**src/logic/weight_pkg.sv**
```systemverilog
`default_nettype none

package weight_pkg;

    // three weights share one byte, radix 7 * 7 * 5
    localparam int LANES = 3;
    localparam int LOW_BASE = 5;
    localparam int HIGH_BASE = 7;

    // codes from here up carry no weights
    localparam int CODE_LIMIT = HIGH_BASE * HIGH_BASE * LOW_BASE;

    typedef logic [7:0] packed_weights_t;

    // one weight as a set of operations on the activation
    // zero      adds nothing
    // negate    subtracts instead of adding
    // double_it multiplies by 2
    // halve     multiplies by 0.5, rounded down
    typedef struct packed {
        logic zero;
        logic negate;
        logic double_it;
        logic halve;
    } weight_op_t;

    // lane 0 top digit, lane 1 middle digit, lane 2 low digit
    typedef weight_op_t [LANES-1:0] weight_lane_t;

endpackage

`default_nettype wire

```
**src/logic/array_pkg.sv**
```systemverilog
`default_nettype none

package array_pkg;

    // one operand group is collected over SLICES input cycles
    localparam int SLICES = 3;
    localparam int ROWS = weight_pkg::LANES * SLICES;
    localparam int COLS = SLICES;
    localparam int CELLS = ROWS * COLS;

    localparam int ACT_W = 8;
    localparam int ACC_W = 18;
    localparam int RESULT_W = 8;

    // the output byte starts at this accumulator bit
    localparam int RESULT_SHIFT = 9;

    typedef logic signed [ACT_W-1:0] activation_t;
    // one bit wider than an activation so doubling cannot overflow
    typedef logic signed [ACT_W:0] addend_t;
    typedef logic signed [ACC_W-1:0] acc_t;
    typedef logic [RESULT_W-1:0] result_t;
    typedef logic [1:0] slice_count_t;

    // weights for every row and activations for every column
    typedef struct packed {
        weight_pkg::weight_op_t [ROWS-1:0] ops;
        activation_t [COLS-1:0] acts;
    } operand_group_t;

endpackage

`default_nettype wire

```
**src/logic/mac_array.sv**
```systemverilog
`default_nettype none

module mac_array (
    input  logic clk,
    input  logic reset,
    input  logic clear,
    input  array_pkg::operand_group_t group,
    input  logic group_valid,
    output array_pkg::acc_t [array_pkg::CELLS-1:0] acc_next
);

    array_pkg::acc_t [array_pkg::CELLS-1:0] acc_q;

    // cell index is row * COLS + column
    for (genvar r = 0; r < array_pkg::ROWS; r++) begin : g_row
        for (genvar c = 0; c < array_pkg::COLS; c++) begin : g_col
            weight_pkg::weight_op_t op;
            array_pkg::addend_t act_ext;
            array_pkg::addend_t addend;
            array_pkg::acc_t sum;
            array_pkg::acc_t diff;

            assign op = group.ops[r];

            // sign extend before shifting, halving rounds toward minus infinity
            assign act_ext = array_pkg::addend_t'($signed(group.acts[c]));
            assign addend = op.double_it ? act_ext <<< 1 :
                            op.halve     ? act_ext >>> 1 :
                                           act_ext;

            // 18 bit wrap around on overflow
            assign sum = acc_q[r*array_pkg::COLS + c] + array_pkg::acc_t'(addend);
            assign diff = acc_q[r*array_pkg::COLS + c] - array_pkg::acc_t'(addend);

            // hold unless a group is presented with a nonzero weight
            assign acc_next[r*array_pkg::COLS + c] =
                (!group_valid || op.zero) ? acc_q[r*array_pkg::COLS + c] :
                op.negate                 ? diff :
                                            sum;
        end
    end

    // the readout snapshot takes acc_next, so clearing here loses nothing
    always_ff @(posedge clk) begin
        if (reset || clear) begin
            acc_q <= '0;
        end else begin
            acc_q <= acc_next;
        end
    end

endmodule

`default_nettype wire

```
**src/logic/matmul_top.sv**
```systemverilog
`default_nettype none

module matmul_top (
    input  logic clk,
    input  logic reset,
    input  weight_pkg::packed_weights_t weights_in,
    input  array_pkg::activation_t activation_in,
    input  logic read_out,
    output array_pkg::result_t result
);

    weight_pkg::weight_lane_t lanes;
    array_pkg::operand_group_t group;
    logic group_valid;
    array_pkg::acc_t [array_pkg::CELLS-1:0] acc_next;

    // decode stage
    weight_decoder u_decoder (
        .code  (weights_in),
        .lanes (lanes)
    );

    operand_buffer u_buffer (
        .clk         (clk),
        .reset       (reset),
        .read_out    (read_out),
        .lanes       (lanes),
        .activation  (activation_in),
        .group       (group),
        .group_valid (group_valid)
    );

    // execute stage, cleared by the same pulse that snapshots it
    mac_array u_array (
        .clk         (clk),
        .reset       (reset),
        .clear       (read_out),
        .group       (group),
        .group_valid (group_valid),
        .acc_next    (acc_next)
    );

    // result stage
    result_queue u_queue (
        .clk      (clk),
        .reset    (reset),
        .load     (read_out),
        .acc_next (acc_next),
        .result   (result)
    );

endmodule

`default_nettype wire

```
**src/logic/operand_buffer.sv**
```systemverilog
`default_nettype none

module operand_buffer (
    input  logic clk,
    input  logic reset,
    input  logic read_out,
    input  weight_pkg::weight_lane_t lanes,
    input  array_pkg::activation_t activation,
    output array_pkg::operand_group_t group,
    output logic group_valid
);

    array_pkg::slice_count_t slice_q;
    array_pkg::operand_group_t next_q;
    array_pkg::operand_group_t shifted;
    logic last_slice;

    assign last_slice = slice_q == array_pkg::slice_count_t'(array_pkg::SLICES - 1);

    // newest byte enters at the top rows and column, older slices move down
    // so after a full group slice k sits at rows 3k..3k+2 and column k
    assign shifted.ops = {lanes, next_q.ops[array_pkg::ROWS-1:weight_pkg::LANES]};
    assign shifted.acts = {activation, next_q.acts[array_pkg::COLS-1:1]};

    // slice counter, restarted by a readout
    always_ff @(posedge clk) begin
        if (reset || read_out) begin
            slice_q <= '0;
        end else if (last_slice) begin
            slice_q <= '0;
        end else begin
            slice_q <= slice_q + 1'b1;
        end
    end

    // one cycle level, the array consumes the group at the following edge
    always_ff @(posedge clk) begin
        if (reset || read_out) begin
            group_valid <= 1'b0;
        end else begin
            group_valid <= last_slice;
        end
    end

    // next group collects inputs, current group holds the completed one
    always_ff @(posedge clk) begin
        next_q <= shifted;
        if (last_slice) begin
            group <= shifted;
        end
    end

endmodule

`default_nettype wire

```
**src/logic/result_queue.sv**
```systemverilog
`default_nettype none

module result_queue (
    input  logic clk,
    input  logic reset,
    input  logic load,
    input  array_pkg::acc_t [array_pkg::CELLS-1:0] acc_next,
    output array_pkg::result_t result
);

    array_pkg::acc_t [array_pkg::CELLS-1:0] queue_q;

    // load snapshots every cell, otherwise the queue drains toward entry 0
    always_ff @(posedge clk) begin
        if (reset) begin
            queue_q <= '0;
        end else if (load) begin
            queue_q <= acc_next;
        end else begin
            queue_q <= {array_pkg::acc_t'(0), queue_q[array_pkg::CELLS-1:1]};
        end
    end

    // scale down by dropping the low RESULT_SHIFT bits
    assign result = queue_q[0][array_pkg::RESULT_W + array_pkg::RESULT_SHIFT - 1:
                               array_pkg::RESULT_SHIFT];

endmodule

`default_nettype wire

```
**src/logic/weight_decoder.sv**
```systemverilog
`default_nettype none

module weight_decoder (
    input  weight_pkg::packed_weights_t code,
    output weight_pkg::weight_lane_t lanes
);

    logic valid;
    logic [7:0] by_low;
    logic [2:0] top_digit;
    logic [2:0] mid_digit;
    logic [2:0] low_digit;

    // low digit 0..4 means 0, 1, 2, -1, -2
    function automatic weight_pkg::weight_op_t low_digit_op(input logic [2:0] digit);
        logic [2:0] magnitude;
        weight_pkg::weight_op_t op;
        op.negate = digit >= 3'd3;
        magnitude = op.negate ? digit - 3'd2 : digit;
        op.zero = digit == 3'd0;
        op.double_it = magnitude == 3'd2;
        op.halve = 1'b0;
        return op;
    endfunction

    // middle and top digits 0..6 mean 0, 0.5, 1, 2, -0.5, -1, -2
    function automatic weight_pkg::weight_op_t high_digit_op(input logic [2:0] digit);
        logic [2:0] magnitude;
        weight_pkg::weight_op_t op;
        op.negate = digit >= 3'd4;
        magnitude = op.negate ? digit - 3'd3 : digit;
        op.zero = digit == 3'd0;
        op.halve = magnitude == 3'd1;
        op.double_it = magnitude == 3'd3;
        return op;
    endfunction

    assign valid = code < 8'(weight_pkg::CODE_LIMIT);

    // peel off the radix 5 digit first, then the two radix 7 digits
    assign by_low = code / 8'(weight_pkg::LOW_BASE);

    // an invalid code reads as all zero digits, so every lane holds
    assign low_digit = valid ? 3'(code % 8'(weight_pkg::LOW_BASE)) : 3'd0;
    assign mid_digit = valid ? 3'(by_low % 8'(weight_pkg::HIGH_BASE)) : 3'd0;
    assign top_digit = valid ? 3'(by_low / 8'(weight_pkg::HIGH_BASE)) : 3'd0;

    assign lanes[0] = high_digit_op(top_digit);
    assign lanes[1] = high_digit_op(mid_digit);
    assign lanes[2] = low_digit_op(low_digit);

endmodule

`default_nettype wire

```
**config.mk**
```make
export PLATFORM = sky130hd
export DESIGN_NAME = matmul_top
export DESIGN_NICKNAME = d
export VERILOG_FILES = /design/src/logic/weight_pkg.sv /design/src/logic/array_pkg.sv /design/src/logic/mac_array.sv /design/src/logic/matmul_top.sv /design/src/logic/operand_buffer.sv /design/src/logic/result_queue.sv /design/src/logic/weight_decoder.sv
export SDC_FILE = /design/constraint.sdc
export NUM_CORES = 2
export LEC_CHECK = 0
export BUFFER_PORTS_ARGS = -buffer_cell sky130_fd_sc_hd__buf_2
export CAP_MARGIN = 10
export CORE_AREA = 5 5 328 330
export CTS_BUF_LIST = sky130_fd_sc_hd__clkbuf_8
export CTS_CLUSTER_SIZE = 40
export DETAILED_ROUTE_END_ITERATION = 6
export DIE_AREA = 0 0 333 335
export PLACE_DENSITY = 0.81
export SKIP_CTS_REPAIR_TIMING = 1
export SKIP_LAST_GASP = 1
export SLEW_MARGIN = 20
export SYNTH_ARGS = -nofsm -noshare
export SYNTH_HDL_FRONTEND = slang
export SYNTH_HIERARCHICAL = 1
export SYNTH_SLANG_ARGS = --single-unit
```
**constraint.sdc**
```tcl
create_clock -name clk -period 9.35 [get_ports clk]
set_input_delay 1.87 -clock clk [delete_from_list [all_inputs] [get_ports clk]]
set_output_delay 1.87 -clock clk [all_outputs]
set_load 0.02 [all_outputs]
```
==> metrics <==
result of the run=finished with violations; violations in the final reports=DRC; fin crit share=0.8681; final number of setup-violating endpoints=0; clock latency reported for the late side of the worst-skew pair=0.87 ns; most used cell along the critical path=sky130_fd_sc_hd__ha_1; wire length of the first global-routing pass=285500 µm; share of cells above drive strength 1=0.07167; worst path arrival time=8.74 ns; DRT Pass-1 Iters=7; remaining max-slew budget at the tightest pin=0.1351; Max IR drop VDD=0.0001089 V; Total Wirelength=180000 µm; Core Footprint=104500 µm²; die height=335 µm; wire per inst=19.07 µm; total of buffers placed on input and output ports=26; initial standard-cell utilization of the core=0.6133; Chip Width=333 µm; pre-CTS setup slack=0.4982 ns; maximum cell stage delay along the critical path=0.62 ns; number of buffers created by CTS=143; synthesized netlist net count=8787; Slew Viols, Final=0; clock tree root driver cell=sky130_fd_sc_hd__clkbuf_8; Crit Path Class=input pin to register; class of the tightest hold or removal check=register to register; initial drt markers=5278; detailed-route vias per instance=6.332; slowest library cell on the worst path=sky130_fd_sc_hd__o211ai_1; HPWL Detailed=120400 µm; Area Overhead vs Synth=4.881%; Period minus WS final=8.116 ns; number of placed I/O pins=27; worst clock skew=0.06053 ns; average size of a mapped cell=7.806 µm²; Tot GR Track Use=0.3067; WP buf/inv=1; final worst-path setup slack=1.234 ns; FF-to-FF setup slack=3.67 ns; Die Area=111600 µm²; critical path fanouts, max=25; last weighted congestion value of the routability-driven placer=0.9418; Pwr per Cell Area=121.3 nW/µm²; number of global-route vias before repair=55690; instance count of the mapped netlist=8213; Post-DRT Antenna Nets=0; Highest Clock Rate=123.2 MHz; launching element type of the critical path=input pin; actual transition at the worst max-transition pin=1.293 ns; post-CTS clock slew at the launch and capture registers of the worst setup and hold paths=0.05 ns; unrepaired setup endpoints after global routing=false; required time reported for the critical path endpoint=9.98 ns; Rows=119; max-capacitance violation count=0; maximum number of buffers from clock root to sink=3; clock sink count=778; htree depth=4; TritonCTS clock tree=built; cell leakage power=29.54 nW; type of element capturing the critical path=register; fin nets=8502; total number of yosys warnings=6; overall via count from detail_route=59750; overall overflow remaining after global route=0; number of endpoints with negative hold slack in the final report=0; number of antenna violations at the first check in global routing=3; kind of cell adding the most delay to the critical path=compound AO/OA/AOI/OAI gates; # DRC=3; Synth Cell Area=64110 µm²; total negative setup slack=0 ns; maximum number of pins on one net before global-route repair=172
## worst register-to-register path: cells and delay by family, from the launching register on
family | cells | cell delay [ns]
DFF | 1 | 0.86
and+or+nand+nor | 5 | 1.03
adders and majority gates | 1 | 0.36
xor gates and xnor gates | 1 | 0.20
buffers and inverters | 2 | 0.91
muxes | 2 | 0.43
AOI/OAI and AO/OA | 6 | 1.68
## flip-flops by register name, summed over array words and instances (netlist names)
signal and cells:
u_buffer/next_q 40, u_buffer/group 60, u_array/acc_q 459, u_buffer/slice_q 2, u_buffer/group_valid 1, u_queue/result 8
u_queue/queue_q 208
## final cells by class
cell class                      instances  area (µm²)
Timing Repair Buffer                  115       827.0
Clock buffer                          171        2354
Fill cell                            8909       37280
Multi-Input combinational cell       6680       44770
Sequential cell                       778       16180
Inverter                              210       790.8
Antenna cell                            8       20.02
Tap cell                             1391        1740
Clock inverter                         83       561.8
## metrics by stage
step	area (µm²)	power (W)	instances	hold WS [ns]	util
5_1_grt	67230	0.008502	9432	0.3592	0.6432
2_1_floorplan	64110	0.004536	8213	0.3265	-
3_5_place_dp	64300	0.004822	9174	0.3352	0.6152
3_3_place_gp	64300	0.004784	9174	0.3309	0.6152
4_1_cts	67220	0.008197	9428	0.3483	0.6431
6_report	67240	0.008157	9436	0.3469	0.6433
## metal layers
metal / track usage / part of all wire / up-vias
met5: 0 / 0 / -
met4: 0.1572 / 0.052 / 0
met3: 0.05357 / 0.079 / 504
met2: 0.4930 / 0.44 / 2193
met1: 0.3978 / 0.43 / 27960
li1: - / - / 29100
## cells in the final DEF (no fill, tap or decap), types with 30 or more instances in the layout
cell,n
sky130_fd_sc_hd__nand2b_1,104
sky130_fd_sc_hd__nor3_1,97
sky130_fd_sc_hd__nand3b_1,57
sky130_fd_sc_hd__mux2i_1,431
sky130_fd_sc_hd__o21ai_0,417
sky130_fd_sc_hd__nor2b_1,49
sky130_fd_sc_hd__inv_1,250
sky130_fd_sc_hd__o2111a_1,30
sky130_fd_sc_hd__clkbuf_8,171
sky130_fd_sc_hd__mux2_2,65
sky130_fd_sc_hd__nand4_1,64
sky130_fd_sc_hd__a21o_1,175
sky130_fd_sc_hd__o21bai_1,44
sky130_fd_sc_hd__o21a_1,115
sky130_fd_sc_hd__nor2_1,856
sky130_fd_sc_hd__and2_1,320
sky130_fd_sc_hd__a211oi_1,100
sky130_fd_sc_hd__nor3b_1,64
sky130_fd_sc_hd__buf_4,88
sky130_fd_sc_hd__a21oi_1,748
sky130_fd_sc_hd__ha_1,527
sky130_fd_sc_hd__o31ai_1,80
sky130_fd_sc_hd__nand3_1,205
sky130_fd_sc_hd__o2111ai_1,45
sky130_fd_sc_hd__a31oi_1,144
sky130_fd_sc_hd__xnor2_1,85
sky130_fd_sc_hd__dfxtp_1,718
sky130_fd_sc_hd__and3_1,111
sky130_fd_sc_hd__xor2_1,229
sky130_fd_sc_hd__nand2_1,839
sky130_fd_sc_hd__or3_1,64
sky130_fd_sc_hd__a31o_2,90
sky130_fd_sc_hd__edfxtp_1,60
## path summary, 6_finish.rpt
path,from,end,cells after the start
min,u_buffer/next_q[20],u_buffer/next_q[12],0
max,weights_in[7],u_buffer/group[52],25
min reg2reg,u_buffer/next_q[20],u_buffer/next_q[12],0
max reg2reg,u_buffer/group[10],u_queue/queue_q[299],17
## power by group
part,internal (W),switching (W)
Sequential,0.00343,0.0000603
Combinational,0.000491,0.000801
Clock,0.00181,0.00156
Note: power is estimated with default switching activity, not from simulation.
